## src/rtl/i2cPkg.sv

```systemverilog
package i2cPkg;

    // clocks in one quarter-bit phase
    localparam int phaseClocks = 5;

    // counter width, kept at one bit minimum for tiny phase lengths
    localparam int phaseCountWidth = (phaseClocks > 1) ? $clog2(phaseClocks) : 1;

    // data bits in a byte, the ack bit follows them
    localparam int bitsPerByte = 8;

    // host commands
    typedef enum logic [1:0] {
        cmdStart = 2'd0,
        cmdStop  = 2'd1,
        cmdWrite = 2'd2,
        cmdRead  = 2'd3
    } i2cCommand;

    // shifter operations issued by the sequencer
    typedef enum logic [1:0] {
        opHold       = 2'd0,
        opLoad       = 2'd1,
        opShift      = 2'd2,
        opCaptureAck = 2'd3
    } shiftOp;

    // sequencer states
    // init phases serve start and stop, cycle phases serve each byte bit
    typedef enum logic [3:0] {
        stIdle   = 4'd0,
        stDecode = 4'd1,
        stInit1  = 4'd2,
        stInit2  = 4'd3,
        stInit3  = 4'd4,
        stInit4  = 4'd5,
        stCycle1 = 4'd6,
        stCycle2 = 4'd7,
        stCycle3 = 4'd8,
        stCycle4 = 4'd9
    } seqState;

    // one host request, ack is what the master sends after a read
    typedef struct packed {
        i2cCommand              command;
        logic [bitsPerByte-1:0] data;
        logic                   ack;
    } i2cRequest;

    // byte result, ack is what was sampled in the ninth bit
    typedef struct packed {
        logic [bitsPerByte-1:0] data;
        logic                   ack;
    } i2cResult;

endpackage

```

## src/rtl/i2cPhaseTimer.sv

```systemverilog
`timescale 1ns/1ps

module i2cPhaseTimer (
    input  logic clk,
    input  logic reset,
    input  logic timerEnable,
    output logic phaseDone
);
    import i2cPkg::*;

    // remaining clocks in the current phase
    logic [phaseCountWidth-1:0] count;

    // down-counter, reloads at the end of every phase
    // dropping the enable puts it back to a full phase
    always_ff @(posedge clk or posedge reset) begin
        if (reset) begin
            count <= phaseCountWidth'(phaseClocks - 1);
        end else if (!timerEnable) begin
            count <= phaseCountWidth'(phaseClocks - 1);
        end else if (count == '0) begin
            count <= phaseCountWidth'(phaseClocks - 1);
        end else begin
            count <= count - 1'b1;
        end
    end

    // one clock strobe on the last cycle of a phase
    // first strobe lands phaseClocks cycles after the enable rises
    assign phaseDone = timerEnable && (count == '0);

endmodule

```

## config.mk

```make
export PLATFORM = sky130hd
export DESIGN_NAME = i2cPhaseTimer
export DESIGN_NICKNAME = d
export VERILOG_FILES = /design/src/rtl/i2cPkg.sv /design/src/rtl/i2cPhaseTimer.sv
export SDC_FILE = /design/constraint.sdc
export NUM_CORES = 1
export LEC_CHECK = 0
export BUFFER_PORTS_ARGS = -buffer_cell sky130_fd_sc_hd__buf_4
export CAP_MARGIN = 20
export CORE_AREA = 3 3 40 42
export CTS_BUF_LIST = sky130_fd_sc_hd__clkbuf_8
export DETAILED_ROUTE_END_ITERATION = 12
export DIE_AREA = 0 0 43 45
export SLEW_MARGIN = 20
export SYNTH_ARGS = -nofsm -noshare
export SYNTH_HDL_FRONTEND = slang
export SYNTH_SLANG_ARGS = --single-unit
```

## constraint.sdc

```tcl
create_clock -name clk -period 1.19 [get_ports clk]
set_input_delay 0.0595 -clock clk [delete_from_list [all_inputs] [get_ports clk]]
set_output_delay 0.0595 -clock clk [all_outputs]
set_load 0.05 [all_outputs]
```

# Word-level counts from Yosys, hierarchy flattened
# Cells that the tools add are included.
# op_classes
muxes	2
reduce_logical	2
n_addsub	1
# op_table
cell	count
3-bit two-way mux	2
3-bit logical NOT	1
3-bit by 1-bit subtractor with 3-bit output, second input constant	1
1-bit logical AND	1
# word_totals
input_bits	3
output_inout_bits	1
word_cells	6
regBits	3

# Logic depth before layout (Yosys ltp)
# Gate-level depths: netlist (run 1).
# depth
word_depth	3
ltp_mapped	2
depth_no_buf	2

# Worst setup path after synthesis (run 1)
# OpenSTA, ideal clock, no wires.
# synth_timing
kind	register to output
start	register count[1]
end	output phaseDone
t_arrival_ps	2063
required_ps	1131
n_path_buf	0
stages_incl_launch_ff	2
slack_ps	-933
path_cell_list	dfrtp_1 -> nor4b_1
# synth_via
elab_chain_cells	2
# synth_lines
element	line_no	source
from (decl)	i2cPhaseTimer.sv:12	logic [phaseCountWidth-1:0] count;
from (signal assigned)	i2cPhaseTimer.sv:18	count <= phaseCountWidth'(phaseClocks - 1);
from (signal assigned)	i2cPhaseTimer.sv:20	count <= phaseCountWidth'(phaseClocks - 1);
from (signal assigned)	i2cPhaseTimer.sv:22	count <= phaseCountWidth'(phaseClocks - 1);
3-bit logical NOT	i2cPhaseTimer.sv:30	assign phaseDone = timerEnable && (count == '0);
1-bit logical AND	i2cPhaseTimer.sv:30	
to (decl)	i2cPhaseTimer.sv:7	output logic phaseDone
# Every way passes these cells.

# Worst setup path in the final report (run 1)
# Same ends and word-level chain as after synthesis.

==> results of run 1 <==
==> per-layer routing <==
layer / vias to the layer above / track usage / share of wire
met5: - / 0 / 0
met4: 0 / 0.0361 / 0
met3: 0 / 0.0398 / 0.12
met2: 6 / 0.0389 / 0.35
met1: 56 / 0.0558 / 0.52
li1: 64 / - / -
==> per-stage QoR <==
step	hold WS (ps)	instances	utilization	instance area [um^2]
2_1_floorplan	-188	13	-	148
3_5_place_dp	-60.7	31	0.147	189
3_3_place_gp	-63.6	31	0.147	189
4_1_cts	29.3	36	0.193	248
6_report	29.3	37	0.201	258
5_1_grt	50.0	37	0.201	258
==> worst max path at each step <==
stage / startpoint / endpoint / slack, ps / depth (start not counted)
final: count[1]$_DFF_PP0_ / phaseDone / 50 / 2
after global routing: count[1]$_DFF_PP0_ / phaseDone / 5 / 2
after CTS: count[1]$_DFF_PP0_ / phaseDone / 1 / 2
after detailed placement: count[2]$_DFF_PP1_ / count[1]$_DFF_PP0_ / 210 / 2
after global placement: count[1]$_DFF_PP0_ / phaseDone / 220 / 2
after floorplan: count[1]$_DFF_PP0_ / phaseDone / 50 / 1
==> worst max-delay path, stage by stage (launching register included) <==
cell and delay (ps):
dfrtp_2 420, nor4b_4 260, buf_6 190
==> power by group <==
group	leakage, nW	switching (W)	total, W	internal (W)
Sequential	0.0336	0.0000394	0.000178	0.000138
Clock	0.0269	0.0000636	0.000283	0.000219
Combinational	0.0515	0.0000494	0.000106	0.0000564
==> timing repair <==
| item | 4_1_cts | 5_1_grt |
|---|---|---|
| setup buffers | 0 | 1 |
| setup endpoints to repair | 1 | 1 |
| hold buffers | 1 | 0 |
| endpoints found under the hold margin | 3 | 0 |
| resized for setup | 1 | 2 |
==> Yosys cell counts <==
master / instances / area [um^2]
nand3_1: 2 / 10.0
o31ai_1: 1 / 7.51
nor2_1: 1 / 3.75
dfrtp_1: 2 / 50.1
nor4b_1: 1 / 8.76
or3_1: 1 / 6.26
nor3b_1: 1 / 7.51
inv_1: 1 / 3.75
o21ai_0: 1 / 5.00
nand2_1: 1 / 3.75
dfstp_2: 1 / 26.3
==> final cells by class <==
cell class / instances / share of cell area
clock inverters: 1 / 0.0146
multi-input cells: 9 / 0.262
flip-flops and latches: 3 / 0.306
well taps: 15 / 0.0728
clock buffers: 3 / 0.160
inverters: 1 / 0.0146
repair buffers: 5 / 0.170
==> cells by family after synthesis <==
| family | Yosys count | share of synthesized area |
|---|---|---|
| buf+inv | 1 | 0.0283 |
| compound gates | 2 | 0.0943 |
| flops | 3 | 0.576 |
| simple gates | 7 | 0.302 |
==> flow_summary.json, run 1 <==
{
  "grtUsageTotal": 0.0434,
  "avgSynthCellArea_um2": 10.2,
  "grt_remaining_overflow": 0,
  "p_per_area_nw_per_um2": 2200,
  "grt_first_pass_wirelength_um": 545,
  "period_minus_slack_ps": 1140,
  "status": "finished clean",
  "fin_skew_ps": 0.752,
  "dieArea_um2": 1940,
  "worst_r2r_endpoint": "count[1]$_DFF_PP0_",
  "tightest_slew_ps": 248,
  "worstRegToRegCells": 2,
  "finalMaxSlewViolations": 0,
  "vdd_ir_drop_max_uv": 726,
  "arrival_ps": 1080,
  "rsz0062_at_grt": "no",
  "drtPass1Iterations": 2,
  "critPathLaunchType": "flip-flop",
  "largest_reg_flops": 3,
  "cts_buffers": 3,
  "antenna_cells": 0,
  "nets": 26,
  "wl_um": 285,
  "grt_pass1_vias": 131,
  "dr_total_vias": 126,
  "synthesis.instances": 13,
  "criticalPathCategory": "reg -> out",
  "end_kind": "primary output",
  "cts_tree": "done",
  "multiInputGateArea_um2": 67.6,
  "synth.net_count": 16,
  "gp_congestion": 0.560,
  "clock.fmax_ghz": 0.878,
  "htreeDepth": 1,
  "syn2layout_area_growth_pct": 94.3,
  "worst_ep_required_time_ps": 1130,
  "chipWidth_um": 43,
  "r2r-start": "count[2]$_DFF_PP1_",
  "ant_nets": 0,
  "drc": 0,
  "top_register": "count",
  "power_leakage_nw": 0.112,
  "cts-root-buf": "clkbuf_8",
  "whs_endpoint": "count[2]$_DFF_PP1_",
  "final.setup.tns_ps": 0,
  "antenna_found_initial": 0,
  "slew-limit-headroom": 0.833,
  "dieHeight_um": 45,
  "setup_ws_ps": 50.5,
  "synthDistinctLibCells": 11,
  "clock_latency_ps": 210,
  "io_pins": 4,
  "cts_sinks": 3,
  "final_cell_mix": "clkbuf_8 (3), buf_4 (3), nand3_1 (2), inv_1 (2), dfrtp_2 (2)",
  "fp-row-count": 13,
  "place_ws_ps": 206,
  "ys_warn_count": 0,
  "yosys_register_bits": 3,
  "fin_crit_sh": 0.958,
  "yosysSeqAreaShare": 0.575,
  "drive_gt1_frac": 0.500,
  "path_clk_slew_ps": 30,
  "netlist_area_um2": 133,
  "core_um2": 1280,
  "cts_buffer_depth": 2,
  "start_util": 0.103,
  "min_from": "timerEnable",
  "portBuffers": 3,
  "reg.largest.list": "count x3",
  "fill_cells": 143,
  "rrSetupSlack_ps": 210,
  "finalHoldViolCount": 0,
  "wl_per_cell_um": 7.70,
  "holdPathStages": 2,
  "viasPerCell": 3.41,
  "min_path_type": "in -> reg",
  "total_power_w": 0.000567,
  "regArea_um2": 78.8,
  "drtIter0Drc": 1,
  "maxCapViolCount": 0,
  "finalSetupViolations": 0,
  "grt_max_degree": 7,
  "path_max_fanout": 3
}
No activity file was read; power rests on OpenSTA's default activity.
==> run 2: changes to the inputs <==
--- a/constraint.sdc
+++ b/constraint.sdc
@@ -3,2 +3,2 @@
 set_output_delay 0.0595 -clock clk [all_outputs]
-set_load 0.05 [all_outputs]
+set_load 0.02 [all_outputs]
==> run 2 against run 1 <==
  * Worst setup slack improved by 22 ps
  * Combinational power decreased by 18%
  * Die area unchanged
  * Cell count unchanged
  * Highest routed layer is now met4
==> flow_summary.json, run 2 (synthesis results as in run 1) <==
{
  "status": "finished clean",
  "start_util": 0.103,
  "syn2layout_area_growth_pct": 90.6,
  "clock_latency_ps": 220,
  "crit_start": "count[1]$_DFF_PP0_",
  "rrSetupSlack_ps": 130,
  "grt_pass1_vias": 142,
  "swShare": 0.260,
  "holdWs_ps": 34.2,
  "core_um2": 1280,
  "p_int_w": 0.000409,
  "grt_remaining_overflow": 0,
  "min_from": "timerEnable",
  "final_cell_mix": "buf_4 (4), clkbuf_8 (3), nand3_1 (2), inv_1 (2)",
  "fill_cells": 148,
  "fin_skew_ps": 2.28,
  "critPathLaunchType": "flip-flop",
  "dieHeight_um": 45,
  "drive_gt1_frac": 0.455,
  "chipWidth_um": 43,
  "r2r-start": "count[1]$_DFF_PP0_",
  "fp-row-count": 13,
  "dieArea_um2": 1940,
  "p_sw_w": 0.000144,
  "drtPass1Iterations": 1,
  "drc": 0,
  "tightest_slew_ps": 228,
  "vdd_ir_drop_max_uv": 410,
  "period_minus_slack_ps": 1120,
  "layout_commonest_cell": "buf_4",
  "end_kind": "primary output",
  "slew-limit-headroom": 0.848,
  "largest_reg_flops": 3,
  "reg.largest.list": "count x3",
  "drtIter0Drc": 0,
  "hpwl_um": 189,
  "clock.fmax_ghz": 0.895,
  "pwr-share-comb": 0.157,
  "p_clk_frac": 0.518,
  "gp_congestion": 0.633,
  "antenna_found_initial": 0,
  "io_pins": 4,
  "finalHoldViolCount": 0,
  "criticalPathCategory": "reg -> out",
  "ant_nets": 0,
  "dr_total_vias": 127,
  "wl_um": 321,
  "path_max_fanout": 4,
  "cts-root-buf": "clkbuf_8",
  "path_clk_slew_ps": 30,
  "grt_max_degree": 7,
  "viasPerCell": 3.43,
  "rsz0062_at_grt": "no",
  "final_cells": 37,
  "power_leakage_nw": 0.113,
  "finalSetupViolations": 0,
  "top_register": "count",
  "fin_crit_sh": 0.939,
  "maxCapViolCount": 0,
  "worst_ep_required_time_ps": 1130,
  "cts_sinks": 3,
  "finalMaxSlewViolations": 0,
  "grtUsageTotal": 0.0467,
  "htreeDepth": 1,
  "final_util": 0.197,
  "grt_first_pass_wirelength_um": 538,
  "cts_buffers": 3,
  "min_path_type": "in -> reg",
  "p_per_area_nw_per_um2": 2190,
  "pwr-share-seq": 0.325,
  "portBuffers": 3,
  "arrival_ps": 1060,
  "cts_buffer_depth": 2,
  "antenna_cells": 0,
  "final.setup.tns_ps": 0,
  "nets": 26,
  "wl_per_cell_um": 8.68,
  "dpl.cell_count": 31,
  "cts_tree": "done"
}
-- run 2: cell counts in the layout (fill, tap and decap cells not counted) --
No cell type changed its count.
-- run 2: final timing paths --
path | end | cells after the start
min in group asynchronous | count[1]$_DFF_PP0_ | 3
min reg2reg | count[1]$_DFF_PP0_ | 1
max | phaseDone | 2
min | count[2]$_DFF_PP1_ | 2
max reg2reg | count[2]$_DFF_PP1_ | 3
max in group asynchronous | count[2]$_DFF_PP1_ | 3
-- run 2: final cells by class --
| class | count | area [um^2] | area share |
|---|---|---|---|
| Clock inverter | 1 | 3.75 | 0.0149 |
| Tap cell | 15 | 18.8 | 0.0743 |
| Clock buffer | 3 | 41.3 | 0.163 |
| Timing Repair Buffer | 5 | 40.0 | 0.158 |
| Inverter | 1 | 3.75 | 0.0149 |
| Multi-Input combinational cell | 9 | 67.6 | 0.267 |
| Sequential cell | 3 | 77.6 | 0.307 |
-- run 2: per-stage QoR --
step | total power, W | area [um^2] | setup WS [ps]
after CTS | 0.000537 | 235 | 42.3
after floorplan | 0.000211 | 139 | 220
after global placement | 0.000235 | 180 | 283
after global routing | 0.000593 | 253 | 18.6
after detailed placement | 0.000238 | 180 | 254
final | 0.000553 | 253 | 73.0
-- run 2: routing by layer --
metal  GRT usage  part of all wire  up-vias
li1            -                 -       64
met1      0.0315              0.34       57
met2      0.0659              0.56        4
met3      0.0239             0.047        2
met4      0.0904             0.047        0
met5           0                 0        -
-- run 2: power by group through the flow --
stage,Sequential (W),Combinational [W],Clock (W)
after floorplan,0.000165,0.0000462,0
after global placement,0.000172,0.0000623,0
after detailed placement,0.000173,0.0000646,0
after CTS,0.000173,0.0000677,0.000296
after global routing,0.000187,0.0000974,0.000308
final,0.000179,0.0000869,0.000287
-- run 2: critical path, stage by stage (launching register included) --
cell and delay, ps:
dfrtp_2 430, nor4b_4 240, buf_4 170
-- run 2: what timing repair did --
action	4_1_cts	5_1_grt
hold buffers	1	0
hold endpoints to repair	3	0
gates resized for setup	0	2
setup endpoints to repair	0	1
setup buffers	0	1
