==> src/rtl/i2cPkg.sv <==
package i2cPkg;

    // clocks in one quarter-bit phase
    localparam int phaseClocks = 5;

    // counter width, kept at one bit minimum for tiny phase lengths
    localparam int phaseCountWidth = (phaseClocks > 1) ? $clog2(phaseClocks) : 1;

    // data bits in a byte, the ack bit follows them
    localparam int bitsPerByte = 8;

    // host commands
    typedef enum logic [1:0] {
        cmdStart = 2'd0,
        cmdStop  = 2'd1,
        cmdWrite = 2'd2,
        cmdRead  = 2'd3
    } i2cCommand;

    // shifter operations issued by the sequencer
    typedef enum logic [1:0] {
        opHold       = 2'd0,
        opLoad       = 2'd1,
        opShift      = 2'd2,
        opCaptureAck = 2'd3
    } shiftOp;

    // sequencer states
    // init phases serve start and stop, cycle phases serve each byte bit
    typedef enum logic [3:0] {
        stIdle   = 4'd0,
        stDecode = 4'd1,
        stInit1  = 4'd2,
        stInit2  = 4'd3,
        stInit3  = 4'd4,
        stInit4  = 4'd5,
        stCycle1 = 4'd6,
        stCycle2 = 4'd7,
        stCycle3 = 4'd8,
        stCycle4 = 4'd9
    } seqState;

    // one host request, ack is what the master sends after a read
    typedef struct packed {
        i2cCommand              command;
        logic [bitsPerByte-1:0] data;
        logic                   ack;
    } i2cRequest;

    // byte result, ack is what was sampled in the ninth bit
    typedef struct packed {
        logic [bitsPerByte-1:0] data;
        logic                   ack;
    } i2cResult;

endpackage

==> src/rtl/i2cShifter.sv <==
`timescale 1ns/1ps

module i2cShifter (
    input  logic              clk,
    input  logic              reset,
    input  i2cPkg::shiftOp    op,
    input  i2cPkg::i2cRequest request,
    input  logic              sampledSda,
    output logic              shiftMsb,
    output logic              heldAck,
    output i2cPkg::i2cResult  result
);
    import i2cPkg::*;

    // byte register, transmit data goes out of the top
    // and received bits come in at the bottom
    logic [bitsPerByte-1:0] dataReg;

    // ack to send on a read, then the ack seen on the bus
    logic                   ackReg;

    always_ff @(posedge clk or posedge reset) begin
        if (reset) begin
            dataReg <= '0;
            ackReg  <= 1'b0;
        end else begin
            case (op)
                opLoad: begin
                    dataReg <= request.data;
                    ackReg  <= request.ack;
                end
                // bus level moves in on every data bit
                // on a write this is our own bit coming back
                opShift: begin
                    dataReg <= {dataReg[bitsPerByte-2:0], sampledSda};
                end
                opCaptureAck: begin
                    ackReg <= sampledSda;
                end
                default: begin
                    dataReg <= dataReg;
                    ackReg  <= ackReg;
                end
            endcase
        end
    end

    assign shiftMsb = dataReg[bitsPerByte-1];
    assign heldAck  = ackReg;
    assign result   = '{data: dataReg, ack: ackReg};

endmodule

==> config.mk <==
export PLATFORM = sky130hd
export DESIGN_NAME = i2cShifter
export DESIGN_NICKNAME = d
export VERILOG_FILES = /design/src/rtl/i2cPkg.sv /design/src/rtl/i2cShifter.sv
export SDC_FILE = /design/constraint.sdc
export NUM_CORES = 1
export LEC_CHECK = 0
export BUFFER_PORTS_ARGS = -buffer_cell sky130_fd_sc_hd__buf_2
export CORE_AREA = 10 10 47 49
export CTS_BUF_LIST = sky130_fd_sc_hd__clkbuf_4 sky130_fd_sc_hd__clkbuf_8
export CTS_CLUSTER_DIAMETER = 200
export DETAILED_ROUTE_END_ITERATION = 16
export DIE_AREA = 0 0 57 59
export GPL_TIMING_DRIVEN = 0
export PLACE_DENSITY = 0.65
export SKIP_CTS_REPAIR_TIMING = 1
export SLEW_MARGIN = 5
export SYNTH_ARGS = -nofsm -noshare
export SYNTH_HDL_FRONTEND = slang
export SYNTH_SLANG_ARGS = --single-unit
==> constraint.sdc <==
create_clock -name clk -period 1 [get_ports clk]
set_clock_uncertainty 0.2 [all_clocks]
set_input_delay 0.1 -clock clk [delete_from_list [all_inputs] [get_ports clk]]
set_output_delay 0.1 -clock clk [all_outputs]
set_load 0.02 [all_outputs]
### After elaboration in Yosys (flattened, before gate mapping)

Index checks and enable logic that the tools add are counted.

* bits in registers: 9
* bits of input ports: 16
* output and inout port bits: 11
* word-level logic and storage cells: 9

* equality and inequality tests: 3
* multiplexer cells: 2
* reductions and logical operators: 2

Operator list (number)
* 8-bit one-hot mux with 2 select lines: 1
* 2-bit == test (second input constant): 2
* 2-bit nonzero test: 2
* 2-bit by 1-bit == test with 1-bit output (second input constant): 1
* 1-bit one-hot mux with 2 select lines: 1

### Longest topological paths before layout

Gate-level depths: netlist of run 1.

* depth after elaboration: 2
* gate-level depth with buffers: 5
* mapped depth without buffers: 4

### Worst setup path after synthesis of run 1

Ideal clock, no wire load.

* path type: in2reg
* start point: input port op[0]
* end point: register dataReg[4]
* library setup time: 0.121 ns
* data arrival time: 0.738 ns
* required time: 0.679 ns
* setup slack: -0.059 ns
* cell stages on the path: 5
* buffers on the path: 1
* cells stage by stage: inv_1 ha_1 buf_6 nand2_1 o21ai_1

* cells in the longest elaborated chain, start to end: 2
* elaborated cells on any way between the ends: 4
* those cells by class: 2 x eq/ne; 1 x mux; 1 x reduce/logical

RTL lines
* start, declared: line i2cShifter.sv:6 `input i2cPkg::shiftOp op,`
* 2-bit == test or 2-bit by 1-bit == test with 1-bit output (tied branches): line i2cShifter.sv:27 `case (op)`
* 8-bit one-hot mux with 2 select lines or 2-bit nonzero test (tied branches)
* end signal, assigned: line i2cShifter.sv:29 `dataReg <= request.data;`
* end signal, assigned: line i2cShifter.sv:35 `dataReg <= {dataReg[bitsPerByte-2:0], sampledSda};`
* end signal, assigned: line i2cShifter.sv:41 `dataReg <= dataReg;`
* end, declared: line i2cShifter.sv:17 `logic [bitsPerByte-1:0] dataReg;`

Several ways; a longest one is shown, not always the timed one.
A chain may end at the register's enable or synchronous reset.

### Final worst setup path of run 1

* start point: register ackReg, in the netlist heldAck
* end point: output port result[0] (netlist name)

RTL lines
* start, declared: line i2cShifter.sv:20 `logic ackReg;`
* start signal, assigned: line i2cShifter.sv:30 `ackReg <= request.ack;`
* start signal, assigned: line i2cShifter.sv:38 `ackReg <= sampledSda;`
* start signal, assigned: line i2cShifter.sv:42 `ackReg <= ackReg;`
* end, declared: line i2cShifter.sv:11 `output i2cPkg::i2cResult result`

No word-level cell between the ends.

==> results.py, run 1 <==
metrics = {
    "grt": {
        "grt_max_degree": 11,
        "grt_pass1_wl_um": 1840,
        "overflow": 0,
        "grt.total_usage": 0.0669,
        "antenna_found_initial": 0,
        "grt_pass1_vias": 448,
    },
    "detailed_routing": {
        "num_vias": 440,
        "firstDrtPassIters": 2,
        "finalWirelength_um": 1320,
        "wire_per_inst_um": 13.6,
        "ant_nets": 0,
        "drc_errors": 0,
        "viasPerCell": 4.54,
        "drt_iter0_drc": 1,
    },
    "pwr": {
        "ir_worst_vdd_uv": 910,
        "p_sw_frac": 0.319,
        "power_switching_uw": 414,
        "p_int_uw": 884,
        "p_clk_frac": 0.234,
        "p_leak_nw": 0.401,
        "share_comb_of_total_power": 0.392,
        "pwr-share-seq": 0.374,
        "finalPower_mw": 1.30,
        "power.density_nw_per_um2": 1640,
    },
    "worst_setup_path": {
        "cp-startpoint": "heldAck",
        "crit_type": "flop to output port",
        "arrival_ps": 890,
        "reg2reg_depth": 3,
        "worst-path-stages": 2,
        "critPathSlowestCell": "dfrtp_1",
        "worstPathRequired_ps": 700,
        "r2r_end": "dataReg[3]",
        "critPathMaxFanout": 3,
        "path_cells": "buf_6 -> buf_6",
        "critPathTopFamily": "flip-flops",
        "cpPeakStageDelay_ps": 400,
        "cp-end-kind": "output port",
        "startpoint_type": "flop",
        "r2r_slack_ps": -50,
        "crit_end": "result[0]",
        "crit_path_frequent_cell": "buf_6",
        "r2r-start": "dataReg[2]",
        "cp_num_buf_inv": 2,
    },
    "floorplanning": {
        "die_y_um": 59,
        "start_util": 0.343,
        "die_area_um2": 3360,
        "die_w_um": 57,
        "io_pins": 27,
        "coreArea_um2": 1400,
        "row_count": 14,
    },
    "synthesis": {
        "ys_warn_count": 0,
        "synth_area_leader_cell": "dfrtp_1",
        "synthFlopType": "dfrtp_1",
        "synth_top_area_frac": 0.469,
        "yosysSeqAreaShare": 0.469,
        "syn-instance-count": 46,
        "syn_area_um2": 480,
        "avgSynthCellArea_um2": 10.4,
        "syn_nets": 65,
        "yosysUniqueCellTypes": 9,
        "synth.ff_latch_count": 9,
        "synthTopCellsByArea": "dfrtp_1 47%, mux2i_1 19%, o21ai_1 8.3%",
        "synth-edff-count": 0,
        "synthTopCellsByCount": "9 x dfrtp_1, 9 x mux2i_1, 9 x nand2_1, 8 x o21ai_1",
        "synth-async-reset-ratio": 1.00,
    },
    "timing": {
        "fmax_mhz": 842,
        "post-route-period-util": 1.19,
        "hold_slack_ps": -84.6,
        "tightest_slew_ps": 368,
        "tns_ps": -1430,
        "slew_viol_final": 0,
        "hold_viol": 8,
        "max_slew_margin": 0.754,
        "setup_viol": 15,
        "post-route-worst-setup-slack_ps": -188,
        "min_period_ps": 1190,
        "rsz0062_at_grt": "yes",
    },
    "clock_network": {
        "ctsRootBufferMaster": "clkbuf_4",
        "cts-htree-levels": 1,
        "clkTransAtPathRegs_ps": 60,
        "cts_sinks": 9,
        "cts_buffers": 3,
        "clk-insertion-delay-late_ps": 250,
        "cts_max_path_buffers": 2,
        "cts_tree": "yes",
    },
    "layout": {
        "layout-drive-gt1-share": 0.469,
        "fillerInstances": 145,
        "seqCellArea_um2": 225,
        "finish.net_count": 101,
        "multi_input_area_um2": 221,
        "area_growth_pct": 64.3,
        "n_antenna_cell": 0,
    },
    "placed_design": {
        "hpwlAfterDp_um": 933,
        "io_buffers": 24,
        "dpl_worst_slack_ps": -200,
        "place_congestion": 0.706,
    },
    "run_status": {
        "run_status": "complete, but fails checks",
        "violations": "negative hold slack, negative setup slack",
    },
    "flow_run": {
        "max-cap-violations": 0,
    },
    "worst_hold_path": {
        "hold_class": "primary input to flop",
        "hold_depth": 3,
    },
}
[cell type report]
cell class | instances | area share
buffer | 4 | 0.0571
clock buffer | 4 | 0.0380
inverter | 3 | 0.0143
multi-input combinational | 30 | 0.281
sequential | 9 | 0.285
tap | 16 | 0.0254
timing repair buffer | 31 | 0.300
[placed cells by master, fill, tap and decap left out]
| cell type | n |
|---|---|
| nand2_1 | 8 |
| dfrtp_1 | 9 |
| dlygate4sd3_1 | 3 |
| mux2i_1 | 9 |
| o21ai_1 | 9 |
| ha_4 | 1 |
| buf_4 | 4 |
| inv_1 | 3 |
| ha_1 | 2 |
| buf_2 | 15 |
| nand2_2 | 1 |
| buf_6 | 13 |
| clkbuf_4 | 4 |
[metal layers]
| metal | track usage | wire (um) | up-vias |
|---|---|---|---|
| li1 | - | - | 219 |
| met1 | 0.0676 | 493 | 201 |
| met2 | 0.121 | 716 | 16 |
| met3 | 0.0236 | 63 | 4 |
| met4 | 0.0302 | 47 | 0 |
| met5 | 0 | 0 | - |
[how the worst min path moves through the flow]
stage,start,to,slack [ps]
finish,request[0],heldAck,-80
global route,request[0],heldAck,-80
CTS,reset,heldAck,-390
detailed placement,reset,heldAck,-110
global placement,reset,dataReg[0],-120
floorplan,reset,dataReg[0],-270
[per-stage QoR]
| step | hold slack (ps) | utilization | cell area [um^2] | cells |
|---|---|---|---|---|
| after floorplan | -272 | - | 493 | 46 |
| after global placement | -118 | 0.452 | 633 | 86 |
| after detailed placement | -114 | 0.452 | 633 | 86 |
| after CTS | -390 | 0.473 | 663 | 90 |
| after global routing | -76.0 | 0.563 | 790 | 97 |
| final | -84.6 | 0.563 | 790 | 97 |
[state kept, by name, indices dropped and copies added (netlist names)]
register  cells
dataReg       8
heldAck       1
[logic make-up (layout without fill, tap and decap cells)]
kind of cell,after synthesis,after routing,share of synthesized area
and+or+nand+nor,9,9,0.0703
DFF,9,9,0.469
muxes,9,9,0.188
buffers and inverters,7,42,0.102
adders and majority gates,3,3,0.0781
AOI/OAI and AO/OA,9,9,0.0937
[tightest hold or removal path: stages]
cell and delay [ps]:
buf_2 70, mux2i_1 50, o21ai_1 100
[power groups by stage]
stage / clock network (mW) / logic (mW) / registers [mW]
after floorplan: 0 / 0.160 / 0.556
after CTS: 0.311 / 0.377 / 0.472
after global placement: 0 / 0.371 / 0.477
final: 0.304 / 0.508 / 0.486
after detailed placement: 0 / 0.377 / 0.478
after global routing: 0.332 / 0.552 / 0.494
Note: power is estimated with default switching activity, not from simulation.
==> inputs of run 2 (changes only) <==
- PLACE_DENSITY: 0.65 -> 0.7
==> run 2 against run 1 <==
Compared with the run above:
- the flow still finishes with violations (negative hold slack, negative setup slack)
- combinational power hardly changed
- fmax is 1.7% lower
- first-iteration DRC count is 100% lower
==> results.py, run 2 (same netlist as run 1, synthesis figures left out) <==
metrics = {
    "detailed_routing": {
        "drt_iter0_drc": 0,
        "firstDrtPassIters": 1,
        "ant_nets": 0,
        "drc_errors": 0,
        "viasPerCell": 4.64,
        "finalWirelength_um": 1300,
        "num_vias": 455,
        "wire_per_inst_um": 13.2,
    },
    "worst_setup_path": {
        "reg2reg_depth": 3,
        "critPathMaxFanout": 3,
        "worstPathRequired_ps": 700,
        "crit_type": "flop to output port",
        "r2r_end": "dataReg[6]",
        "r2r-start": "dataReg[5]",
        "startpoint_type": "flop",
        "arrival_ps": 910,
        "cp-end-kind": "output port",
        "r2r_slack_ps": -60,
    },
    "worst_hold_path": {
        "holdPathEnd": "dataReg[1]",
        "hold_depth": 3,
        "hp-start": "request[2]",
        "hold_class": "primary input to flop",
    },
    "timing": {
        "tns_ps": -1480,
        "post-route-worst-setup-slack_ps": -208,
        "fmax_mhz": 828,
        "setup_viol": 14,
        "hold_viol": 6,
        "slew_viol_final": 0,
        "max_slew_margin": 0.761,
        "tightest_slew_ps": 358,
        "post-route-period-util": 1.21,
        "rsz0062_at_grt": "yes",
        "hold_slack_ps": -92.2,
        "min_period_ps": 1210,
    },
    "layout": {
        "largest_register_ffs": 8,
        "area_growth_pct": 66.9,
        "fin_util": 0.572,
        "finish.net_count": 102,
        "layout-drive-gt1-share": 0.439,
        "largest_register": "dataReg",
        "n_antenna_cell": 0,
        "final_cell_mix": "14 x buf_2, 13 x buf_6",
        "final_common_cell": "buf_2",
        "fillerInstances": 134,
    },
    "floorplanning": {
        "die_area_um2": 3360,
        "die_y_um": 59,
        "row_count": 14,
        "coreArea_um2": 1400,
        "die_w_um": 57,
        "io_pins": 27,
        "start_util": 0.343,
    },
    "flow_run": {
        "max-cap-violations": 0,
    },
    "grt": {
        "grt_pass1_vias": 487,
        "grt_max_degree": 11,
        "overflow": 0,
        "grt.total_usage": 0.0758,
        "grt_pass1_wl_um": 2080,
        "antenna_found_initial": 0,
    },
    "placed_design": {
        "place_congestion": 0.689,
        "io_buffers": 24,
        "hpwlAfterDp_um": 981,
    },
    "clock_network": {
        "cts_sinks": 9,
        "cts_tree": "yes",
        "cts_max_path_buffers": 2,
        "cts-htree-levels": 1,
        "ctsRootBufferMaster": "clkbuf_4",
        "cts_buffers": 3,
        "clk-insertion-delay-late_ps": 260,
        "clkTransAtPathRegs_ps": 70,
    },
    "run_status": {
        "violations": "negative hold slack, negative setup slack",
        "run_status": "complete, but fails checks",
    },
    "pwr": {
        "power.density_nw_per_um2": 1630,
        "p_leak_nw": 0.405,
        "finalPower_mw": 1.31,
        "ir_worst_vdd_uv": 875,
    },
}
==> run 2: cell types whose count changed in the layout (fill, tap and decap cells not counted), sizes merged <==
cell and change:
buf -1, dlygate4sd3 +2
==> run 2: cell type report <==
class                   instances  area, um^2  share of cell area
plain buffers                   4        45.0              0.0562
clock buffers                   4        30.0              0.0374
inverters                       3        11.3              0.0140
multi-input cells              30         219               0.273
flip-flops and latches          9         225               0.281
well taps                      16        20.0              0.0250
repair buffers                 32         251               0.314
==> run 2: how the worst max path moves through the flow <==
stage                     slack [ps]          to  cells after the start        from
final                           -210   result[8]                      2  dataReg[7]
after global routing            -240   result[8]                      2  dataReg[7]
after CTS                       -250   result[0]                      2     heldAck
after detailed placement        -220  dataReg[6]                      6       op[0]
after global placement          -180  dataReg[6]                      6       op[0]
after floorplan                   10  dataReg[1]                      5       op[0]
==> run 2: power by group <==
part	switching, mW	internal [mW]
clock network	0.132	0.181
logic	0.233	0.279
registers	0.0587	0.427
==> run 2: worst max-delay path, cell delays in order (launching register included) <==
cell     delay, ps
dfrtp_1        410
buf_6          120
buf_6          120
==> run 2: metal layers <==
metal / global-route usage / vias to the layer above / share of wire
met2: 0.118 / 18 / 0.49
li1: - / 226 / -
met1: 0.0886 / 211 / 0.40
met5: 0 / - / 0
met3: 0.0343 / 0 / 0.11
met4: 0.0302 / 0 / 0
==> run 2: per-stage QoR <==
step	instances	area, um^2	hold WS (ps)	setup WS (ps)
global route	98	802	-49.8	-238
global placement	86	633	-128	-177
CTS	90	663	-396	-246
finish	98	802	-92.2	-208
floorplan	46	493	-272	9.96
detailed placement	86	633	-113	-225
