==> config.mk <==
export PLATFORM = sky130hd
export DESIGN_NAME = i2cSequencer
export DESIGN_NICKNAME = d
export VERILOG_FILES = /design/src/rtl/i2cPkg.sv /design/src/rtl/i2cSequencer.sv
export SDC_FILE = /design/constraint.sdc
export NUM_CORES = 1
export LEC_CHECK = 0
export ABC_AREA = 1
export BUFFER_PORTS_ARGS = -buffer_cell sky130_fd_sc_hd__buf_4
export CORE_UTILIZATION = 35
export CTS_BUF_LIST = sky130_fd_sc_hd__clkbuf_4 sky130_fd_sc_hd__clkbuf_8 sky130_fd_sc_hd__clkbuf_16
export DETAILED_ROUTE_END_ITERATION = 8
export GPL_TIMING_DRIVEN = 0
export SYNTH_ARGS = -nofsm -noshare
export SYNTH_HDL_FRONTEND = slang
export SYNTH_SLANG_ARGS = --single-unit
==> constraint.sdc <==
create_clock -name clk -period 1.6 [get_ports clk]
set_input_delay 0.16 -clock clk [delete_from_list [all_inputs] [get_ports clk]]
set_output_delay 0.16 -clock clk [all_outputs]
set_load 0.02 [all_outputs]
==> src/rtl/i2cPkg.sv <==
package i2cPkg;

    // clocks in one quarter-bit phase
    localparam int phaseClocks = 5;

    // counter width, kept at one bit minimum for tiny phase lengths
    localparam int phaseCountWidth = (phaseClocks > 1) ? $clog2(phaseClocks) : 1;

    // data bits in a byte, the ack bit follows them
    localparam int bitsPerByte = 8;

    // host commands
    typedef enum logic [1:0] {
        cmdStart = 2'd0,
        cmdStop  = 2'd1,
        cmdWrite = 2'd2,
        cmdRead  = 2'd3
    } i2cCommand;

    // shifter operations issued by the sequencer
    typedef enum logic [1:0] {
        opHold       = 2'd0,
        opLoad       = 2'd1,
        opShift      = 2'd2,
        opCaptureAck = 2'd3
    } shiftOp;

    // sequencer states
    // init phases serve start and stop, cycle phases serve each byte bit
    typedef enum logic [3:0] {
        stIdle   = 4'd0,
        stDecode = 4'd1,
        stInit1  = 4'd2,
        stInit2  = 4'd3,
        stInit3  = 4'd4,
        stInit4  = 4'd5,
        stCycle1 = 4'd6,
        stCycle2 = 4'd7,
        stCycle3 = 4'd8,
        stCycle4 = 4'd9
    } seqState;

    // one host request, ack is what the master sends after a read
    typedef struct packed {
        i2cCommand              command;
        logic [bitsPerByte-1:0] data;
        logic                   ack;
    } i2cRequest;

    // byte result, ack is what was sampled in the ninth bit
    typedef struct packed {
        logic [bitsPerByte-1:0] data;
        logic                   ack;
    } i2cResult;

endpackage

==> src/rtl/i2cSequencer.sv <==
`timescale 1ns/1ps

module i2cSequencer (
    input  logic              clk,
    input  logic              reset,
    input  i2cPkg::i2cCommand command,
    input  logic              transmitValid,
    input  logic              phaseDone,
    input  logic              sclIn,
    input  logic              sdaIn,
    input  logic              shiftMsb,
    input  logic              heldAck,
    output logic              transmitReady,
    output logic              receiveValid,
    output logic              busy,
    output logic              timerEnable,
    output i2cPkg::shiftOp    op,
    output logic              sampledSda,
    output logic              sclDrive,
    output logic              sdaDrive
);
    import i2cPkg::*;

    seqState    state;
    seqState    nextState;
    i2cCommand  commandReg;
    i2cCommand  commandNext;
    logic [3:0] bitCount;
    logic [3:0] bitCountNext;
    logic       sclNext;
    logic       sdaNext;
    logic       readyNext;
    logic       validNext;
    logic [1:0] sclSync;
    logic [1:0] sdaSync;
    logic       lastBit;

    // two flop synchronizers on the pins, idle bus reads high
    always_ff @(posedge clk or posedge reset) begin
        if (reset) begin
            sclSync <= 2'b11;
            sdaSync <= 2'b11;
        end else begin
            sclSync <= {sclSync[0], sclIn};
            sdaSync <= {sdaSync[0], sdaIn};
        end
    end

    assign sampledSda = sdaSync[1];
    // ninth bit of a byte carries the ack
    assign lastBit    = (bitCount == 4'(bitsPerByte));

    always_ff @(posedge clk or posedge reset) begin
        if (reset) begin
            state         <= stIdle;
            commandReg    <= cmdStart;
            bitCount      <= '0;
            sclDrive      <= 1'b1;
            sdaDrive      <= 1'b1;
            transmitReady <= 1'b0;
            receiveValid  <= 1'b0;
        end else begin
            state         <= nextState;
            commandReg    <= commandNext;
            bitCount      <= bitCountNext;
            sclDrive      <= sclNext;
            sdaDrive      <= sdaNext;
            transmitReady <= readyNext;
            receiveValid  <= validNext;
        end
    end

    // busy from the accept edge on, the timer runs only in the phase states
    assign busy        = (state != stIdle);
    assign timerEnable = busy && (state != stDecode);

    always_comb begin
        nextState    = state;
        commandNext  = commandReg;
        bitCountNext = bitCount;
        sclNext      = sclDrive;
        sdaNext      = sdaDrive;
        readyNext    = 1'b0;
        validNext    = 1'b0;
        op           = opHold;
        case (state)
            stIdle: begin
                // accept, data and ack go straight into the shifter
                if (transmitValid) begin
                    readyNext    = 1'b1;
                    commandNext  = command;
                    bitCountNext = '0;
                    op           = opLoad;
                    nextState    = stDecode;
                end
            end
            stDecode: begin
                if (commandReg == cmdStart || commandReg == cmdStop) begin
                    nextState = stInit1;
                end else begin
                    nextState = stCycle1;
                end
            end
            // start and stop: scl low, sda set, scl high, sda edge
            stInit1: begin
                if (phaseDone) begin
                    sclNext   = 1'b0;
                    nextState = stInit2;
                end
            end
            stInit2: begin
                if (phaseDone) begin
                    sdaNext   = (commandReg == cmdStart);
                    nextState = stInit3;
                end
            end
            stInit3: begin
                if (phaseDone) begin
                    sclNext   = 1'b1;
                    nextState = stInit4;
                end
            end
            stInit4: begin
                // sda falls for start, rises for stop, scl is high here
                if (phaseDone) begin
                    sdaNext   = (commandReg == cmdStop);
                    nextState = stIdle;
                end
            end
            // byte bits: scl low, sda set, scl high, sample
            stCycle1: begin
                if (phaseDone) begin
                    sclNext   = 1'b0;
                    nextState = stCycle2;
                end
            end
            stCycle2: begin
                if (phaseDone) begin
                    if (lastBit) begin
                        // read sends the host ack, write lets the target answer
                        sdaNext = (commandReg == cmdRead) ? heldAck : 1'b1;
                    end else begin
                        sdaNext = (commandReg == cmdWrite) ? shiftMsb : 1'b1;
                    end
                    nextState = stCycle3;
                end
            end
            stCycle3: begin
                if (phaseDone) begin
                    sclNext   = 1'b1;
                    nextState = stCycle4;
                end
            end
            stCycle4: begin
                // target may stretch, hold here until scl really reads high
                if (phaseDone && sclSync[1]) begin
                    if (lastBit) begin
                        // sda is left where bit 8 put it while scl stays high
                        // the next command's low phase moves it without a false stop
                        op        = opCaptureAck;
                        validNext = 1'b1;
                        nextState = stIdle;
                    end else begin
                        op           = opShift;
                        bitCountNext = bitCount + 4'd1;
                        nextState    = stCycle1;
                    end
                end
            end
            default: begin
                nextState = stIdle;
            end
        endcase
    end

endmodule

# Word level (Yosys, flattened, before mapping)

Index checks and enable logic that the tools add are counted.

$add $sub $neg: 1
Multiplexer cells: 35
Eq/ne operators: 26
Reductions and logical operators: 16

Operator list:

| kind                | count |
|---|---|
| $mux 4              | 12 |
| $pmux 4 s10         | 1 |
| $ne 2x2->1 const B  | 10 |
| $eq 4x3->1 const B  | 4 |
| $mux 1              | 15 |
| $eq 4x4->1 const B  | 3 |
| $reduce_and 9->1    | 1 |
| $eq 4x2->1 const B  | 2 |
| $pmux 4 s2          | 1 |
| $reduce_and 4->1    | 2 |
| $mux 3              | 2 |
| $add 4x1->4 const B | 1 |
| $eq 2x2->1 const B  | 2 |
| $eq 4x1->1 const B  | 1 |
| $logic_not 4->1     | 1 |
| $ne 2x1->1 const B  | 2 |
| $ne 4x1->1 const B  | 1 |
| $pmux 2 s2          | 1 |
| $reduce_bool 2->1   | 2 |
| $reduce_bool 4->1   | 1 |
| $reduce_or 2->1     | 2 |
| $pmux 1 s3          | 1 |
| $reduce_and 3->1    | 1 |
| $reduce_bool 3->1   | 1 |
| 7 further kinds     | 8 |

Flip-flop bits (word level): 18
Output and inout port bits: 9
Input bits: 10
Word-level logic and storage cells: 87

# Logic depth before layout (Yosys ltp)

Gate-level depths: netlist of the first run.

Word-level depth: 5
Gate-level depth with buffers: 10
Mapped depth without buffers: 9

# Worst setup path before layout of the first run

No wires, ideal clock.

Kind: register to register
Start: register state[0]
End: register commandReg[0]
Required time: 1.472 ns
Setup slack: 0.212 ns
Clock period less this slack: 1.388 ns
Cell stages (with the launch flop): 6
Data arrival time: 1.260 ns
Buffers on the path: 1
Library setup time: 0.128 ns
Cell sequence: dfrtp_1 -> buf_4 -> nor2_2 -> nand2_2 -> nor2_4 -> mux2_1

Word-level cells in the longest chain between the ends: 2

RTL lines:

| item                              | line               | text |
|---|---|---|
| start: declaration                | i2cSequencer.sv:24 | `seqState state;` |
| start signal: assignment          | i2cSequencer.sv:55 | `state <= stIdle;` |
| start signal: assignment          | i2cSequencer.sv:63 | `state <= nextState;` |
| $logic_not 4->1                   | i2cSequencer.sv:86 | `case (state)` |
| $reduce_and 2->1 (no source line) | n/a                |  |
| end signal: assignment            | i2cSequencer.sv:56 | `commandReg <= cmdStart;` |
| end signal: assignment            | i2cSequencer.sv:64 | `commandReg <= commandNext;` |
| end: declaration                  | i2cSequencer.sv:26 | `i2cCommand commandReg;` |

Every way passes these cells.
A chain may end at the register's enable or synchronous reset.

# Final worst setup path of the first run

Start: register bitCount[0]
End: output port op[0]

Word-level cells in the longest chain between the ends: 4

RTL lines:

| item                     | line                | text |
|---|---|---|
| start: declaration       | i2cSequencer.sv:28  | `logic [3:0] bitCount;` |
| start signal: assignment | i2cSequencer.sv:65  | `bitCount <= bitCountNext;` |
| $eq 4x4->1               | i2cSequencer.sv:51  | `assign lastBit = (bitCount == 4'(bitsPerByte));` |
| $mux 1                   | i2cSequencer.sv:157 | `if (lastBit) begin` |
| $mux 2                   | i2cSequencer.sv:156 | `if (phaseDone && sclSync[1]) begin` |
| $pmux 2 s2               | i2cSequencer.sv:86  |  |
| end: declaration         | i2cSequencer.sv:17  | `output i2cPkg::shiftOp op,` |

Every way passes these cells.

==> reports/results.tsv, run 1 <==
stage	metric	value	unit
outcome	outcome	complete, but fails checks	
routing	vias per cell	4.774	
timing	fin crit share	100.9	%
worst_setup_path	Worst R2R Start	bitCount[0]	
outcome	failing checks	setup timing	
floorplan	Core ar.	2781	um2
floorplan	row count	19	
logic_synthesis	Synth area leaders	dfrtp_1 (29%), dfstp_2 (15%), nand2_1 (15%), nand3_1 (7.3%), nor2_1 (3.6%)	
cells_and_area	Area Growth Syn to Fin	44.92	%
logic_synthesis	post-synth top area cell	dfrtp_1	
worst_setup_path	arrival time worst endpoint	1.45	ns
floorplan	Die W	56.34	um
floorplan	die area	3174	um2
floorplan	height of the die	56.34	um
worst_setup_path	CP startpoint kind	flip-flop	
cts	Inserted Clock Buffers	3	
pwr	Pwr Total	2.508	mW
cts	clock buffer depth	2	
timing	Slew Limit Fails	0	
routing	Routed Antenna Nets	0	
routing	routed len/inst	11.79	um
hold_path	Tightest Hold Check Type	in2reg	
placed_design	dpl cells	181	
worst_setup_path	crit end category	primary output	
timing	Fmax achieved	619.4	MHz
hold_path	hold path startpoint	command[1]	
global_route	first-pass GRT wire length	4381	um
logic_synthesis	post-synth top area share	29.06	%
worst_setup_path	CP Capture Point	op[0]	
floorplan	Starting Density	37.16	%
pwr	Power Density	1675	nW/um2
placed_design	DP HPWL	1566	um
worst_setup_path	Reg2Reg Depth	9	
logic_synthesis	Yosys cell types	26	
global_route	GRT Util Overall	17.67	%
cts	H-Tree Depth	1	
worst_setup_path	reg2reg setup slack	0.11	ns
global_route	total gr overflow	0	
cells_and_area	fill count	255	
cells_and_area	Final Instance Area	1498	um2
worst_setup_path	worst r2r dst	bitCount[2]	
cts	root buf cell	clkbuf_4	
logic_synthesis	synthesized flop and latch total	18	
cells_and_area	nets	190	
worst_setup_path	crit-path max FO	2	
timing	Final Setup Violations	1	
pwr	peak supply drop	1094	uV
cells_and_area	Layout Cells excl Fill	208	
routing	DR vias	993	
cells_and_area	share of post-route cells with drive strength above 1	45.20	%
timing	setup slack after layout	-0.01454	ns
cts	CTS Sinks	18	
logic_synthesis	post-synthesis sequential area ratio	44.31	%
timing	RSZ-0062 raised after global routing	yes	
logic_synthesis	Post-Syn Area	1033	um2
cts	Clock Latency Late Sink	0.30	ns
logic_synthesis	Syn Area/Cell	7.829	um2
cts	Worst-path clk slew	0.11	ns
routing	Total Wirelength	2452	um
cts	CTS tree	yes	
timing	clk_skew	0.004052	ns
placed_design	RePlAce Congestion	0.8997	
worst_setup_path	CP startpoint	bitCount[0]	
cells_and_area	Util after Layout	53.85	%
logic_synthesis	Post-Syn Nets	144	
timing	final count of hold timing violations	0	
timing	Min Clock Period, post-route	1.615	ns
timing	setup_tns	-0.01454	ns
worst_setup_path	data required time of the critical path	1.44	ns
timing	Slew @ Worst Pin	0.6847	ns
placed_design	Port-buffer cells	18	
global_route	largest net degree at the start of global routing	19	
floorplan	IO Count	19	
logic_synthesis	Warnings, synthesis	0	
placed_design	Post-DP Area	1207	um2
global_route	initial antenna violation count	0	
routing	DRT iter0 DRCs	25	
job	maxcap violations	0	
timing	Rel. slew slack	54.30	%
logic_synthesis	Mapped Cells	132	
global_route	vias in the first global route	990	
worst_setup_path	crit path kind	reg2out	
routing	DRC Markers	0	
cells_and_area	ANT cells	0	
pwr	P_leak	0.7434	nW
routing	1st-pass router iterations	4	
## cell families (layout without fill, tap and decap cells)
logic type / count (synthesis) / count (layout) / synth area share [%]
compound gates: 10 / 10 / 6.901
buf+inv: 15 / 60 / 5.811
mux: 1 / 1 / 1.090
xor+xnor: 2 / 2 / 1.695
simple gates: 84 / 84 / 37.77
flops: 18 / 18 / 44.31
fa+ha+maj: 2 / 2 / 2.421
## worst min-delay path by stage
stage | end | slack, ns | cells past startpoint
after floorplan | bitCount[0] | 0.09 | 1
after global placement | sdaSync[0] | 0.27 | 1
after detailed placement | sclSync[0] | 0.27 | 1
after CTS | commandReg[1] | 0.07 | 3
after global routing | commandReg[1] | 0.07 | 3
final | commandReg[1] | 0.07 | 3
## cell type report
cell class	count	area (um2)	share of cell area (%)
plain buffers	1	11.26	0.7519
repair buffers	41	319.1	21.30
inverters	14	55.05	3.676
flip-flops and latches	18	461.7	30.83
clock buffers	4	36.28	2.423
multi-input cells	99	575.6	38.43
well taps	31	38.79	2.590
## registers in the layout, indices dropped and copies added (netlist names)
register       cells
bitCount           4
receiveValid       1
sdaSync            2
sclSync            2
sclDrive           1
sdaDrive           1
transmitReady      1
commandReg         2
state              4
## repair_timing
action                                  in CTS  in global routing
setup buffers                               20                  0
endpoints found under the hold margin       14                  0
gates resized for setup                     15                  5
endpoints found under the setup margin       1                  8
pin swaps                                    5                  1
hold buffers                                 3                  0
## power breakdown
part	total [mW]	internal, mW	switching (mW)
Sequential	0.729	0.606	0.123
Clock	0.289	0.139	0.150
Combinational	1.49	0.650	0.841
Total	2.51	1.39	1.11
## worst max-delay path, cell delays in order, from the launching register on
cell and delay, ns:
dfrtp_1 0.40, inv_2 0.09, ha_4 0.13, nand3b_1 0.12, nor3_2 0.16, or2_1 0.14
buf_6 0.11
## metrics by stage
step           setup WS, ns  hold slack, ns
2_1_floorplan        0.2120         0.09419
3_3_place_gp        0.03492          0.2681
3_5_place_dp       0.002343          0.2696
4_1_cts            -0.01380         0.06670
5_1_grt             -0.1121         0.07490
6_report           -0.01454         0.07244
## metal layers
layer  vias up  GRT usage [%]  share of wire [%]
met2        22          30.95                 50
met3         2          5.069                3.3
met4         0          2.091               0.41
met1       460          22.22                 46
met5         -              0                  0
li1        509              -                  -
## cells in the final DEF (no fill, tap or decap), types with 2 or more instances in the layout
| cell | n |
|---|---|
| o21ai_0 | 4 |
| dfrtp_1 | 9 |
| nor2_2 | 2 |
| dfrtp_2 | 3 |
| inv_2 | 7 |
| dfstp_2 | 6 |
| nand3_1 | 15 |
| buf_6 | 2 |
| o21ai_1 | 2 |
| inv_1 | 6 |
| nor2_1 | 9 |
| clkbuf_4 | 3 |
| nor2_4 | 7 |
| nand2_2 | 5 |
| dlygate4sd3_1 | 3 |
| nand2_1 | 39 |
| buf_4 | 37 |
## cells in the mapped netlist, drive strengths merged
master	instances
a21oi	1
a22o	1
buf	1
dfrtp	12
dfstp	6
ha	2
inv	14
mux2	1
nand2	45
nand3	15
nand3b	1
nand4	1
nor2	18
nor3	2
o21ai	7
o21bai	1
or2	2
xnor2	1
xor2	1
Power figures use the tool's default switching activity.
==> inputs of run 2 (changes only) <==
--- a/config.mk
+++ b/config.mk
@@ -7,3 +7,2 @@
 export LEC_CHECK = 0
-export ABC_AREA = 1
 export BUFFER_PORTS_ARGS = -buffer_cell sky130_fd_sc_hd__buf_4
--- a/constraint.sdc
+++ b/constraint.sdc
@@ -3,2 +3,2 @@
 set_output_delay 0.16 -clock clk [all_outputs]
-set_load 0.02 [all_outputs]
+set_load 0.005 [all_outputs]
==> run 2 against run 1 <==
The run still ends with setup timing left; worst hold slack got worse by 0.016 ns; design area fell by 5.3%; die area fell by 4.6%; first-iteration DRC count fell by 80%; flip-flop and latch count did not move; fmax fell by 2.0%; global-route usage fell by 0.71 points; power fell by 11%; register-to-register slack got worse by 0.13 ns; critical path depth fell by 1; routed wire length fell by 9.1%; synthesized cell count fell by 32%; critical path type unchanged.
==> reports/results.tsv, run 2 <==
stage	metric	value	unit	change
outcome	outcome	complete, but fails checks		
outcome	failing checks	setup timing		
worst_setup_path	crit path kind	reg2out		
logic_synthesis	Mapped Cells	90		-32%
timing	final count of hold timing violations	0		unchanged
job	maxcap violations	0		unchanged
timing	Slew @ Worst Pin	0.6751	ns	-0.009588 ns
cts	CTS Sinks	18		unchanged
placed_design	Port-buffer cells	18		unchanged
worst_setup_path	arrival time worst endpoint	1.49	ns	+0.04 ns
pwr	Sw Share	36.10	%	-8.3 points
pwr	Net Sw Power	804.9	uW	-28%
worst_setup_path	crit-path max FO	3		+1
timing	Slew Limit Fails	0		unchanged
worst_setup_path	Reg2Reg Depth	6		-3
timing	clk_skew	0.009103	ns	+0.005051 ns
logic_synthesis	Yosys cell types	39		+50%
routing	routed len/inst	13.93	um	+18%
pwr	Power Density	1573	nW/um2	-6.1%
cts	root buf cell	clkbuf_4		
pwr	sequential share of power	30.1	%	+1.0 points
timing	Min Clock Period, post-route	1.648	ns	+0.03333 ns
logic_synthesis	Syn Area/Cell	10.94	um2	+40%
cells_and_area	ANT cells	0		unchanged
logic_synthesis	Post-Syn Nets	102		-29%
floorplan	Starting Density	38.35	%	+1.2 points
placed_design	DP HPWL	1427	um	-8.9%
cells_and_area	nets	143		-25%
worst_setup_path	worst r2r dst	bitCount[0]		
logic_synthesis	asr flop ratio synth	100.0	%	unchanged
logic_synthesis	most frequent cell after synthesis	dfrtp_1		
timing	Hold WS	0.05603	ns	-0.01641 ns
logic_synthesis	synthesized flop and latch total	18		unchanged
worst_setup_path	data required time of the critical path	1.44	ns	about the same
cells_and_area	Area Growth Syn to Fin	43.96	%	
cells_and_area	most common cell after layout, fill and taps aside	buf_4		
logic_synthesis	Post-synth EDFFs	0		unchanged
pwr	P_leak	0.6476	nW	-13%
cts	CTS tree	yes		
pwr	share of power burned in the clock network	13.1	%	+1.6 points
worst_setup_path	CP startpoint kind	flip-flop		
logic_synthesis	Main synth FF type	dfrtp_1		
timing	Rel. slew slack	54.94	%	+0.64 points
cts	Inserted Clock Buffers	3		unchanged
floorplan	Die W	55.04	um	-2.3%
cells_and_area	commonest non-fill, non-tap cells in the layout	buf_4 (30), dfrtp_1 (11), o21ai_0 (7)		
cells_and_area	top flop regs	bitCount: 4 flops, state: 4 flops		
global_route	first-pass GRT wire length	3512	um	-20%
cts	Worst-path clk slew	0.12	ns	about the same
worst_setup_path	reg2reg setup slack	-0.02	ns	-0.13 ns
logic_synthesis	post-synth top area cell	dfrtp_1		
placed_design	DP Worst Slack	-0.1729	ns	-0.1752 ns
timing	Fmax achieved	606.8	MHz	-2.0%
placed_design	RePlAce Congestion	0.7440		-17%
cts	H-Tree Depth	1		unchanged
worst_setup_path	crit end category	primary output		
hold_path	Tightest Hold Check Type	in2reg		
logic_synthesis	most frequent cells after synthesis	dfrtp_1 (12), o21ai_0 (9), inv_1 (8), dfstp_2 (6)		
routing	DRT iter0 DRCs	5		-80%
logic_synthesis	Warnings, synthesis	0		unchanged
floorplan	height of the die	55.04	um	-2.3%
global_route	GRT Util Overall	16.96	%	-0.71 points
cts	clock buffer depth	2		unchanged
pwr	Gate power share	56.7	%	-2.7 points
hold_path	Hold Crit Depth	2		-1
timing	RSZ-0062 raised after global routing	yes		
timing	fin crit share	103.0	%	+2.1 points
cells_and_area	fill count	251		-1.6%
global_route	initial antenna violation count	0		unchanged
hold_path	Worst Hold Endpoint	commandReg[1]		
pwr	Int Pwr	1.425	mW	+2.2%
floorplan	IO Count	19		unchanged
logic_synthesis	Synth area leaders	dfrtp_1 (30%), dfstp_2 (16%), o21ai_0 (4.6%), inv_1 (3.0%), nand4bb_4 (2.8%)		
worst_setup_path	Worst R2R Start	state[1]		
global_route	vias in the first global route	807		-18%
floorplan	Core ar.	2567	um2	-7.7%
global_route	largest net degree at the start of global routing	19		unchanged
logic_synthesis	post-synth top area share	30.50	%	+1.4 points
routing	Routed Antenna Nets	0		unchanged
logic_synthesis	post-synthesis sequential area ratio	46.51	%	+2.2 points
routing	DRC Markers	0		unchanged
routing	1st-pass router iterations	4		unchanged
pwr	peak supply drop	897.5	uV	-18%
routing	Total Wirelength	2228	um	-9.1%
routing	vias per cell	5.281		+11%
cts	Clock Latency Late Sink	0.30	ns	about the same
cells_and_area	share of post-route cells with drive strength above 1	52.31	%	+7.1 points
routing	DR vias	845		-15%
logic_synthesis	Post-Syn Area	984.7	um2	-4.7%
hold_path	hold path startpoint	command[1]		
floorplan	row count	18		-1
timing	setup slack after layout	-0.04786	ns	-0.03333 ns
timing	Final Setup Violations	3		+2
floorplan	die area	3029	um2	-4.6%
global_route	total gr overflow	0		unchanged
-- run 2: changes by cell type in the layout (fill, tap and decap cells not counted), sizes merged, moves of 4 or more --
cell   before  now
nor2       18    4
inv        14    8
o21ai       7   11
nand3      15    2
nand2      45    5
-- run 2: stage by stage --
| step | cell area (um2) | util, % | instances | total power [mW] | TNS (ns) |
|---|---|---|---|---|---|
| after floorplan | 984.7 | - | 90 | 1.325 | 0 |
| after global placement | 1157 | 45.08 | 138 | 1.557 | -0.1369 |
| after detailed placement | 1157 | 45.08 | 138 | 1.576 | -0.2539 |
| after CTS | 1340 | 52.19 | 156 | 2.102 | -0.05664 |
| after global routing | 1418 | 55.21 | 160 | 2.379 | -0.3084 |
| final | 1418 | 55.21 | 160 | 2.230 | -0.1154 |
-- run 2: routing by layer --
| layer | global-route usage, % | part of all wire, % |
|---|---|---|
| met5 | 0 | 0 |
| met3 | 1.913 | 1.7 |
| met1 | 22.51 | 44 |
| met2 | 27.51 | 53 |
| met4 | 7.917 | 1.3 |
-- run 2: how the worst max path moves through the flow --
stage                start     endpoint  slack, ns  depth (start not counted)
5_1_grt           state[1]         busy       -0.1                          5
2_1_floorplan  bitCount[0]  bitCount[0]       0.02                          6
3_3_place_gp   bitCount[0]  bitCount[0]      -0.11                          6
6_report          state[1]         busy      -0.05                          5
4_1_cts           state[1]     state[0]      -0.03                          6
3_5_place_dp   bitCount[0]  bitCount[0]      -0.17                          6
-- run 2: kinds of logic (layout without fill, tap and decap cells) --
logic type      Yosys count  count (layout)  share of synthesized area, %
simple gates             29              29                         21.60
compound gates           24              24                         17.03
flops                    18              18                         46.51
buf+inv                  12              52                         6.861
mux                       5               5                         5.464
fa+ha+maj                 2               2                         2.541
-- run 2: final cells by class --
type,count,area (um2),share of cell area (%)
multi-input cells,60,516.7,36.45
inverters,8,30.03,2.118
flip-flops and latches,18,459.2,32.39
repair buffers,37,300.3,21.18
plain buffers,3,37.54,2.648
well taps,30,37.54,2.648
clock buffers,4,36.28,2.560
-- run 2: power groups by stage --
stage	Combinational (mW)	Sequential, mW	Clock, mW
2_1_floorplan	0.653	0.672	0
3_3_place_gp	0.876	0.680	0
3_5_place_dp	0.892	0.684	0
4_1_cts	1.14	0.669	0.295
5_1_grt	1.38	0.689	0.313
6_report	1.26	0.672	0.293
-- run 2: what timing repair did --
item / 4_1_cts / 5_1_grt
buffers inserted: 11 / 6
hold endpoints to repair: 14 / 0
pin swaps: 4 / 4
resized for setup: 12 / 12
setup endpoints to repair: 7 / 11
hold buffers: 3 / 0
-- run 2: worst max-delay path: stages, from the launching register on --
cell and delay, ns:
dfrtp_1 0.42, buf_6 0.13, nor4_4 0.31, buf_4 0.18, inv_2 0.04, buf_6 0.10
==> inputs of run 3 (changes only) <==
- clock period: 1.6 -> 2.1 ns (I/O delays scaled with it)
==> run 3 against run 2 <==
The flow finishes with violations (hold timing); sequential power shrank 24%; combinational power fell by 46%; die area unchanged; register-to-register slack improved by 0.34 ns; flip-flop and latch count stayed put; non-clock buffer count is 16 lower; critical path depth shrank 1; worst hold slack worse by 0.057 ns; worst setup slack improved by 0.29 ns; count of clock-buffer cells in the layout stayed put; critical path type unchanged.
==> reports/results.tsv, run 3 (synthesis gave the netlist of run 2 again) <==
stage	metric	value	unit	change
cts	clock buffer depth	2		unchanged
worst_setup_path	crit path kind	reg2out		
cts	Inserted Clock Buffers	3		unchanged
timing	Slew Limit Fails	0		unchanged
global_route	initial antenna violation count	0		unchanged
cts	root buf cell	clkbuf_4		
worst_setup_path	crit-path max FO	5		+2
job	maxcap violations	0		unchanged
worst_setup_path	crit path cell chain	nand4bb_4 > or2_2 > o21ai_0 > buf_4		
worst_setup_path	Worst path max stage delay	0.43	ns	about the same
cells_and_area	share of post-route cells with drive strength above 1	36.84	%	-15 points
routing	routed len/inst	13.41	um	-3.7%
cells_and_area	Multi-input gate area	459.2	um2	-11%
global_route	first-pass GRT wire length	3063	um	-13%
cells_and_area	Layout Cells excl Fill	144		-10%
worst_setup_path	data required time of the critical path	1.89	ns	+0.45 ns
cts	Clock Latency Late Sink	0.30	ns	about the same
timing	final count of hold timing violations	2		+2
placed_design	dpl cells	138		unchanged
cells_and_area	Area Growth Syn to Fin	23.25	%	
floorplan	Starting Density	38.35	%	unchanged
outcome	failing checks	hold timing		
cells_and_area	ANT cells	0		unchanged
routing	Total Wirelength	1931	um	-13%
timing	fin crit share	88.67	%	
global_route	vias in the first global route	712		-12%
cts	H-Tree Depth	1		unchanged
cells_and_area	most common cell after layout, fill and taps aside	buf_4		
timing	Min Clock Period, post-route	1.862	ns	
worst_setup_path	CP startpoint kind	flip-flop		
placed_design	DP HPWL	1427	um	unchanged
cts	CTS tree	yes		
placed_design	Post-DP Area	1157	um2	unchanged
timing	Hold WS	-0.0005088	ns	-0.05654 ns
global_route	GRT Util Overall	14.70	%	-2.3 points
floorplan	Die W	55.04	um	unchanged
timing	setup slack after layout	0.2378	ns	+0.2857 ns
timing	setup_tns	0	ns	+0.1154 ns
cells_and_area	Final Instance Area	1214	um2	-14%
cells_and_area	top flop regs	bitCount: 4 flops, state: 4 flops		
floorplan	Core ar.	2567	um2	unchanged
placed_design	RePlAce Congestion	0.7440		unchanged
pwr	Pwr Total	1.411	mW	-37%
timing	Rel. slew slack	55.61	%	+0.67 points
cells_and_area	storage element area	457.9	um2	-0.27%
worst_setup_path	arrival time worst endpoint	1.65	ns	+0.16 ns
cells_and_area	fill count	271		+8.0%
timing	Fmax achieved	537.0	MHz	
cts	CTS Sinks	18		unchanged
floorplan	IO Count	19		unchanged
routing	DRC Markers	0		unchanged
global_route	total gr overflow	0		unchanged
cells_and_area	commonest non-fill, non-tap cells in the layout	buf_4 (20), dfrtp_1 (12), o21ai_0 (9)		
pwr	Power Density	1163	nW/um2	-26%
cts	Worst-path clk slew	0.11	ns	about the same
floorplan	die area	3029	um2	unchanged
routing	Routed Antenna Nets	0		unchanged
placed_design	DP Worst Slack	0.3271	ns	+0.5000 ns
cells_and_area	Util after Layout	47.27	%	-7.9 points
timing	Final Setup Violations	0		-3
routing	DRT iter0 DRCs	8		+3
outcome	outcome	complete, but fails checks		
pwr	peak supply drop	589.4	uV	-34%
cells_and_area	nets	127		-11%
cts	post_cts resized	0		-12
routing	vias per cell	5.285		about the same
timing	Slew @ Worst Pin	0.6651	ns	-0.01001 ns
timing	RSZ-0062 raised after global routing	no		
routing	1st-pass router iterations	4		unchanged
global_route	largest net degree at the start of global routing	19		unchanged
hold_path	Tightest Hold Check Type	in2async		
placed_design	Port-buffer cells	18		unchanged
cts	setup bufs post-CTS	0		-11
floorplan	height of the die	55.04	um	unchanged
timing	clk_skew	0.003569	ns	-0.005534 ns
routing	DR vias	761		-9.9%
pwr	P_leak	0.5510	nW	-15%
worst_setup_path	CP max-delay cell	dfrtp_1		
floorplan	row count	18		unchanged
worst_setup_path	crit end category	primary output		
[run 3: cell count changes in the layout (fill, tap and decap cells not counted), sizes merged]
cell	previous run	this run
dlygate4sd3	3	2
buf	37	22
[run 3: layer usage]
metal	GRT usage, %	share of wire, %	vias to the layer above
met5	0	0	-
met4	7.500	1.6	0
met3	1.639	2.5	4
met2	23.49	50	15
met1	19.55	46	370
li1	-	-	372
[run 3: worst paths after layout]
kind / slack, ns / startpoint / end / cells past startpoint
worst max-delay path: 0.24 / state[2] / op[0] / 4
worst min-delay path: -0.0005 / reset / transmitReady / 2
worst max register to register: 0.32 / bitCount[0] / bitCount[0] / 6
worst min register to register: 0.36 / sclSync[0] / sclSync[1] / 0
max in group asynchronous: 1.68 / reset / bitCount[2] / 2
min in group clk: 0.11 / command[1] / commandReg[1] / 2
[run 3: worst max-delay path, delay by kind of cell (launching register included)]
kind                   cells  cell delay [ns]
buffers and inverters      1             0.13
and+or+nand+nor            2             0.62
DFF                        1             0.43
AOI/OAI and AO/OA          1             0.17
[run 3: timing repair]
item / 4_1_cts / 5_1_grt
endpoints found under the hold margin: 0 / 2
setup endpoints to repair: 0 / 0
hold buffers: 0 / 2
[run 3: final cells by class]
type                    count  area share [%]
clock buffers               4           2.990
plain buffers               4           3.093
inverters                   8           2.474
flip-flops and latches     18           37.73
multi-input cells          60           37.84
repair buffers             20           12.78
well taps                  30           3.093
[run 3: power by group]
part	switching (mW)	leakage (nW)	internal [mW]	total (mW)
clock	0.112	0.0210	0.106	0.218
sequential	0.0732	0.221	0.441	0.514
combinational	0.331	0.309	0.348	0.679
total	0.516	0.551	0.895	1.41
